[config.mk]
export PLATFORM = sky130hd
export DESIGN_NAME = ssm_operand_sequencer_flat
export DESIGN_NICKNAME = d
export VERILOG_FILES = /design/src/ssm_num_pkg.sv /design/src/ssm_flow_pkg.sv /design/src/ssm_elem_if.sv /design/src/ssm_operand_sequencer.sv /design/src/flat_wrapper.sv
export VERILOG_INCLUDE_DIRS = /design/src
export SDC_FILE = /design/constraint.sdc
export NUM_CORES = 1
export LEC_CHECK = 0
export ABC_AREA = 1
export BUFFER_PORTS_ARGS = -buffer_cell sky130_fd_sc_hd__buf_4
export CAP_MARGIN = 10
export CORE_AREA = 2 2 229 231
export CTS_BUF_LIST = sky130_fd_sc_hd__clkbuf_4 sky130_fd_sc_hd__clkbuf_8 sky130_fd_sc_hd__clkbuf_16
export CTS_CLUSTER_DIAMETER = 30
export CTS_CLUSTER_SIZE = 28
export DETAILED_ROUTE_END_ITERATION = 8
export DIE_AREA = 0 0 231 233
export SYNTH_ARGS = -nofsm -noshare
export SYNTH_HDL_FRONTEND = slang
export SYNTH_SLANG_ARGS = --single-unit
[constraint.sdc]
create_clock -name clk -period 7.3 [get_ports clk]
set_input_delay 1.46 -clock clk [delete_from_list [all_inputs] [get_ports clk]]
set_output_delay 1.46 -clock clk [all_outputs]
set_load 0.005 [all_outputs]
[src/ssm_defs.svh]
`ifndef SSM_DEFS_SVH
`define SSM_DEFS_SVH

// ============================================================
// block geometry
// ============================================================

// heads per step
`define SSM_H    2
// channels per head
`define SSM_P    2
// state entries per channel
`define SSM_N    4

// ============================================================
// number format
// ============================================================

// signed q8.8 word
`define SSM_DW   16
`define SSM_FRAC 8

// width of one h, p or n index field
`define SSM_IW   2

`endif

[src/ssm_num_pkg.sv]
`default_nettype none

`include "ssm_defs.svh"

package ssm_num_pkg;

    // signed fixed-point word
    typedef logic signed [`SSM_DW-1:0] q_t;

    // saturation bounds as plain integers
    localparam int Q_MAX_I = (1 << (`SSM_DW - 1)) - 1;
    localparam int Q_MIN_I = -(1 << (`SSM_DW - 1));

    // ============================================================
    // q-format multiply
    // ============================================================

    // full product, arithmetic shift (floor), clamp to one word
    function automatic q_t q_mul(input q_t a, input q_t b);
        logic signed [2*`SSM_DW-1:0] prod;
        logic signed [2*`SSM_DW-1:0] shr;
        prod = a * b;
        shr  = prod >>> `SSM_FRAC;
        if (shr > Q_MAX_I)
            return q_t'(Q_MAX_I);
        else if (shr < Q_MIN_I)
            return q_t'(Q_MIN_I);
        return shr[`SSM_DW-1:0];
    endfunction

    // ============================================================
    // saturating add
    // ============================================================

    function automatic q_t q_add(input q_t a, input q_t b);
        logic signed [`SSM_DW:0] sum;
        sum = a + b;
        // overflow when the two top bits disagree
        if (sum[`SSM_DW] != sum[`SSM_DW-1])
            return sum[`SSM_DW] ? q_t'(Q_MIN_I) : q_t'(Q_MAX_I);
        return sum[`SSM_DW-1:0];
    endfunction

endpackage

`default_nettype wire

[src/ssm_flow_pkg.sv]
`default_nettype none

`include "ssm_defs.svh"

package ssm_flow_pkg;
    import ssm_num_pkg::*;

    // position of one element in the step, plus end markers
    typedef struct packed {
        logic [`SSM_IW-1:0] h;
        logic [`SSM_IW-1:0] p;
        logic [`SSM_IW-1:0] n;
        logic               last_n;     // n == N-1
        logic               last_elem;  // final element of the step
    } elem_idx_t;

    // everything the update pipe needs for one (h,p,n)
    typedef struct packed {
        elem_idx_t idx;
        q_t        da;
        q_t        dt;
        q_t        x;
        q_t        b;
        q_t        c;
        q_t        h_prev;
    } operand_t;

    // c-weighted state term, x rides along for the skip path
    typedef struct packed {
        elem_idx_t idx;
        q_t        hc;
        q_t        x;
    } term_t;

endpackage

`default_nettype wire

[src/ssm_elem_if.sv]
`timescale 1ns/1ps
`default_nettype none

// one element per cycle, no back-pressure
interface ssm_elem_if #(
    parameter type payload_t = logic
);
    import ssm_flow_pkg::*;

    logic      valid;
    elem_idx_t idx;
    payload_t  data;
    // one-cycle pulse at step start
    logic      clear;

    // sender side drives everything
    modport src (
        output valid,
        output idx,
        output data,
        output clear
    );

    modport dst (
        input valid,
        input idx,
        input data,
        input clear
    );

endinterface

`default_nettype wire

[src/ssm_operand_sequencer.sv]
`timescale 1ns/1ps
`default_nettype none

`include "ssm_defs.svh"

module ssm_operand_sequencer (
    input  logic                                   clk,
    input  logic                                   rst,
    input  logic                                   start,
    input  logic [`SSM_H*`SSM_DW-1:0]              dt_flat,
    input  logic [`SSM_H*`SSM_DW-1:0]              da_flat,
    input  logic [`SSM_N*`SSM_DW-1:0]              b_flat,
    input  logic [`SSM_N*`SSM_DW-1:0]              c_flat,
    input  logic [`SSM_H*`SSM_DW-1:0]              d_flat,
    input  logic [`SSM_H*`SSM_P*`SSM_DW-1:0]       x_flat,
    input  logic [`SSM_H*`SSM_P*`SSM_N*`SSM_DW-1:0] h_prev_flat,
    output logic [`SSM_H*`SSM_DW-1:0]              d_latched,
    ssm_elem_if.src                                ops
);
    import ssm_num_pkg::*;
    import ssm_flow_pkg::*;

    // latched copies of the step inputs
    logic [`SSM_H*`SSM_DW-1:0]               dt_q;
    logic [`SSM_H*`SSM_DW-1:0]               da_q;
    logic [`SSM_N*`SSM_DW-1:0]               b_q;
    logic [`SSM_N*`SSM_DW-1:0]               c_q;
    logic [`SSM_H*`SSM_P*`SSM_DW-1:0]        x_q;
    logic [`SSM_H*`SSM_P*`SSM_N*`SSM_DW-1:0] h_prev_q;

    logic                busy;     // step in progress
    logic                arm;      // one cycle between accept and clear
    logic                issuing;  // counters walking
    logic                accept;
    logic [`SSM_IW-1:0]  h_cnt;
    logic [`SSM_IW-1:0]  p_cnt;
    logic [`SSM_IW-1:0]  n_cnt;
    logic                p_last;
    logic                h_last;
    elem_idx_t           cur_idx;
    operand_t            cur_op;

    assign accept = start && !busy;
    assign p_last = (p_cnt == `SSM_P - 1);
    assign h_last = (h_cnt == `SSM_H - 1);

    // ============================================================
    // operand select for the current (h,p,n)
    // ============================================================

    always_comb begin
        cur_idx.h         = h_cnt;
        cur_idx.p         = p_cnt;
        cur_idx.n         = n_cnt;
        cur_idx.last_n    = (n_cnt == `SSM_N - 1);
        cur_idx.last_elem = cur_idx.last_n && p_last && h_last;

        cur_op.idx    = cur_idx;
        // per-head words
        cur_op.da     = da_q[int'(h_cnt)*`SSM_DW +: `SSM_DW];
        cur_op.dt     = dt_q[int'(h_cnt)*`SSM_DW +: `SSM_DW];
        // per-channel word
        cur_op.x      = x_q[(int'(h_cnt)*`SSM_P + int'(p_cnt))*`SSM_DW +: `SSM_DW];
        // shared over heads, indexed by n only
        cur_op.b      = b_q[int'(n_cnt)*`SSM_DW +: `SSM_DW];
        cur_op.c      = c_q[int'(n_cnt)*`SSM_DW +: `SSM_DW];
        cur_op.h_prev = h_prev_q[((int'(h_cnt)*`SSM_P + int'(p_cnt))*`SSM_N
                                 + int'(n_cnt))*`SSM_DW +: `SSM_DW];
    end

    // ============================================================
    // step control, n fastest then p then h
    // ============================================================

    always_ff @(posedge clk or posedge rst) begin
        if (rst) begin
            busy      <= 1'b0;
            arm       <= 1'b0;
            issuing   <= 1'b0;
            h_cnt     <= '0;
            p_cnt     <= '0;
            n_cnt     <= '0;
            ops.valid <= 1'b0;
            ops.clear <= 1'b0;
        end else begin
            ops.clear <= arm;
            ops.valid <= issuing;
            arm       <= accept;
            if (accept)
                busy <= 1'b1;
            // clear goes out now, first element next cycle
            if (arm)
                issuing <= 1'b1;
            if (issuing) begin
                n_cnt <= cur_idx.last_n ? '0 : n_cnt + 1'b1;
                if (cur_idx.last_n)
                    p_cnt <= p_last ? '0 : p_cnt + 1'b1;
                if (cur_idx.last_n && p_last)
                    h_cnt <= h_last ? '0 : h_cnt + 1'b1;
                // counters are back at zero for the next step
                if (cur_idx.last_elem) begin
                    issuing <= 1'b0;
                    busy    <= 1'b0;
                end
            end
        end
    end

    // input latch and outgoing payload
    always_ff @(posedge clk) begin
        if (accept) begin
            dt_q      <= dt_flat;
            da_q      <= da_flat;
            b_q       <= b_flat;
            c_q       <= c_flat;
            d_latched <= d_flat;
            x_q       <= x_flat;
            h_prev_q  <= h_prev_flat;
        end
        if (issuing) begin
            ops.idx  <= cur_idx;
            ops.data <= cur_op;
        end
    end

endmodule

`default_nettype wire

[src/flat_wrapper.sv]
// flat-port wrapper written by rule: the top's interface ports become plain ports
module ssm_operand_sequencer_flat import ssm_num_pkg::*; import ssm_flow_pkg::*;
  (clk, rst, start, dt_flat, da_flat, b_flat, c_flat, d_flat, x_flat, h_prev_flat, d_latched, ops_valid, ops_idx, ops_data, ops_clear);
  ssm_elem_if ops_i ();
  input  logic clk;
  input  logic rst;
  input  logic start;
  input  logic [`SSM_H*`SSM_DW-1:0] dt_flat;
  input  logic [`SSM_H*`SSM_DW-1:0] da_flat;
  input  logic [`SSM_N*`SSM_DW-1:0] b_flat;
  input  logic [`SSM_N*`SSM_DW-1:0] c_flat;
  input  logic [`SSM_H*`SSM_DW-1:0] d_flat;
  input  logic [`SSM_H*`SSM_P*`SSM_DW-1:0] x_flat;
  input  logic [`SSM_H*`SSM_P*`SSM_N*`SSM_DW-1:0] h_prev_flat;
  output logic [`SSM_H*`SSM_DW-1:0] d_latched;
  output wire logic [$bits(ops_i.valid)-1:0] ops_valid;
  output wire logic [$bits(ops_i.idx)-1:0] ops_idx;
  output wire logic [$bits(ops_i.data)-1:0] ops_data;
  output wire logic [$bits(ops_i.clear)-1:0] ops_clear;
  assign ops_valid = ops_i.valid;
  assign ops_idx = ops_i.idx;
  assign ops_data = ops_i.data;
  assign ops_clear = ops_i.clear;
  ssm_operand_sequencer u_core (.clk(clk), .rst(rst), .start(start), .dt_flat(dt_flat), .da_flat(da_flat), .b_flat(b_flat), .c_flat(c_flat), .d_flat(d_flat), .x_flat(x_flat), .h_prev_flat(h_prev_flat), .d_latched(d_latched), .ops(ops_i));
endmodule
==> summary.txt <==
CP required - 5.84 ns
R2R Setup Slk - 5.51 ns
unrepaired setup endpoints after global routing - false
Overall Power - 0.00130 W
deepest clock path buffer count - 2
Starting Density - 4.62%
Flop pwr share - 44.0%
Internal Power - 0.000920 W
power density cells - 305 nW/um^2
die footprint - 53,800 um^2
status - completed
actual slew at the worst max-slew pin - 0.705 ns
post-CTS setup buffers - 0
R2R Path End - u_core.ops.data
Sw Share - 29.2%
FMAX - 415 MHz
GPL Wtd Cong - 0.626
synthesized flop and latch total - 68
gr usage total - 2.99%
cts hold-fix bufs - 0
Final period util - 33.0%
Data arrival, critical path - 0.95 ns
H-tree Lvls - 3
Net Count, Synth - 695
Sw Pwr - 0.000379 W
Hold Crit Class - reg2reg
first-pass GRT wire length - 10.7 mm
layout cell share with drive strength beyond 1 - 45.7%
top fanout value on the critical path - 1
drt initial violations - 39
Antenna Nets Post-Route - 0
number of global-route vias before repair - 1,652
CTS Buf Count - 9
Post-CTS Resized - 0
Top delay family on crit path - flip-flops
Synth Instances - 145
Overflow after GRT - 0
YS warnings - 0
die width - 231 um
worst path cell trace - buf_4
Std-Cell Rows - 83
via count - 1,531
Mapped Avg Cell Area - 16.3 um^2
ant diodes - 0
Vert. Die Dim - 233 um
initial antenna violation count - 1
Max VDD drop - 0.000111 V
DR vias/cell - 1.64
final hold vios - 0
final setup fails - 0
Synth Cell Area - 2360 um^2
CP Buf/Inv Count - 1
Post-Layout Cell Count - 934
MaxCap Viol Count - 0
CP Capture Type - output pin
Total Wirelength - 7.61 mm
clock network power share - 38.4%
critical path class - reg2out
placed insts - 918
CTS sink count - 68
DRC - 0
worst reg2reg path depth - 6
final critical-path required period - 2.41 ns
hold_sp - u_core.arm
CTS clk-pin slew, worst paths - 0.06 ns
wire length per cell - 8.15 um
core footprint - 51,100 um^2
register area share after synthesis - 84.1%
Slew HR - 53.0%
clock latency on the worst-skew pair - 0.35 ns
Layout Nets - 799
combinational power share - 17.7%
DP HPWL - 5.82 mm
final clock skew - 0.0116 ns
Static Leakage - 1.51 nW
Setup TNS - 0 ns
Slowest-stage cell, CP - edfxtp_1
Pre-antenna DRT Iters - 4
Port Buffers - 93
delay of the slowest critical-path stage - 0.43 ns
Fillers - 5,947
hold depth - 0
area grow syn2layout - 80.1%
TritonCTS clock tree - built
Hold Path Sink - u_core.ops.clear
largest net degree at the start of global routing - 50
count of cell types in the netlist - 18
IO Count - 590
Setup crit start kind - register
RR Startpoint - u_core.n_cnt[0]
root buffer cell - clkbuf_16
Final Slew Violations - 0
-- per-stage QoR --
stage                     setup slack [ns]  hold WS (ns)  area (um^2)  util [%]
after CTS                             4.85         0.375         4250      8.33
after global placement                4.59         0.365         3920      7.66
after floorplan                       3.30         0.355         2360         -
after global routing                  4.84         0.392         4250      8.33
final                                 4.89         0.373         4250      8.33
after detailed placement              4.54         0.361         3920      7.66
-- state kept, by name (all words and copies together) (netlist names) --
signal and count:
u_core.arm 1, u_core.h_prev_q 16, u_core.issuing 1, u_core.h_cnt 2, u_core.ops.idx 8, u_core.ops.valid 1
u_core.n_cnt 2, u_core.busy 1, u_core.ops.clear 1, u_core.d_latched 32, u_core.p_cnt 2, u_core.ops.data 1
-- final cells by class --
type	instances	area, um^2	share of cell area [%]
well taps	680	851	20.0
multi-input cells	59	305	7.18
repair buffers	94	706	16.6
clock buffers	11	275	6.47
inverters	17	66.3	1.56
clock inverters	5	63.8	1.50
flip-flops and latches	68	1990	46.7
-- synthesized netlist by cell type --
master | count | area share [%]
inv_1 | 15 | 2.4
inv_4 | 1 | 0.26
xor2_1 | 2 | 0.74
nand2_1 | 19 | 3.0
ha_1 | 3 | 1.6
nor2_1 | 11 | 1.7
nor2_2 | 1 | 0.26
o21ai_0 | 2 | 0.42
a21oi_1 | 4 | 0.85
or2_0 | 3 | 0.79
nor3_1 | 1 | 0.21
inv_2 | 1 | 0.16
nand3_1 | 10 | 2.1
or2_2 | 2 | 0.53
buf_6 | 1 | 0.48
nand3b_1 | 1 | 0.32
dfrtp_1 | 11 | 12
edfxtp_1 | 57 | 72
-- cell families (layout without fill, tap and decap cells) --
kind of cell,count (synthesis),after routing,synth area share [%]
AO/OA/AOI/OAI,6,6,1.27
XOR/XNOR,2,2,0.742
adder cells (fa/ha/maj),3,3,1.59
buffers and inverters,18,127,3.28
flip-flops,68,68,84.1
AND/OR/NAND/NOR,48,48,9.00
-- cells in the final DEF, fill, tap and decap left out --
cell type    n
a21oi_1      4
buf_4       94
bufinv_16    1
clkbuf_16   11
clkinv_4     2
clkinvlp_4   1
dfrtp_1     11
edfxtp_1    57
ha_1         3
inv_1       15
inv_2        1
inv_4        1
inv_6        1
nand2_1     19
nand3_1     10
nand3b_1     1
nor2_1      10
nor2_2       1
nor2_4       1
nor3_1       1
o21ai_0      2
or2_0        3
or2_2        2
xor2_1       2
-- routing by layer --
| layer | vias to the layer above | routed length, um | global-route usage (%) | part of all wire [%] |
|---|---|---|---|---|
| li1 | 714 | - | - | - |
| met5 | - | 10 | 0 | 0.13 |
| met2 | 65 | 3660 | 4.57 | 48 |
| met3 | 13 | 631 | 1.61 | 8.3 |
| met1 | 737 | 3090 | 3.25 | 41 |
| met4 | 2 | 212 | 1.83 | 2.8 |
-- power groups by stage --
stage / clock [W] / combinational [W] / sequential, W
finish: 0.000498 / 0.000230 / 0.000571
global route: 0.000540 / 0.000260 / 0.000583
CTS: 0.000530 / 0.000240 / 0.000576
detailed placement: 0 / 0.000240 / 0.000584
global placement: 0 / 0.000235 / 0.000581
floorplan: 0 / 0.000105 / 0.000555
-- worst max-delay path by stage --
stage          depth (start not counted)                    to            startpoint  slack, ns
3_5_place_dp                           4  u_core.d_latched[15]                 start       4.54
3_3_place_gp                           4  u_core.d_latched[12]                 start       4.59
5_1_grt                                1         d_latched[24]  u_core.d_latched[24]       4.84
6_report                               1          d_latched[3]   u_core.d_latched[3]       4.89
2_1_floorplan                          2   u_core.d_latched[0]                 start       3.30
4_1_cts                                1          d_latched[3]   u_core.d_latched[3]       4.85
Note: power is estimated with default switching activity, not from simulation.
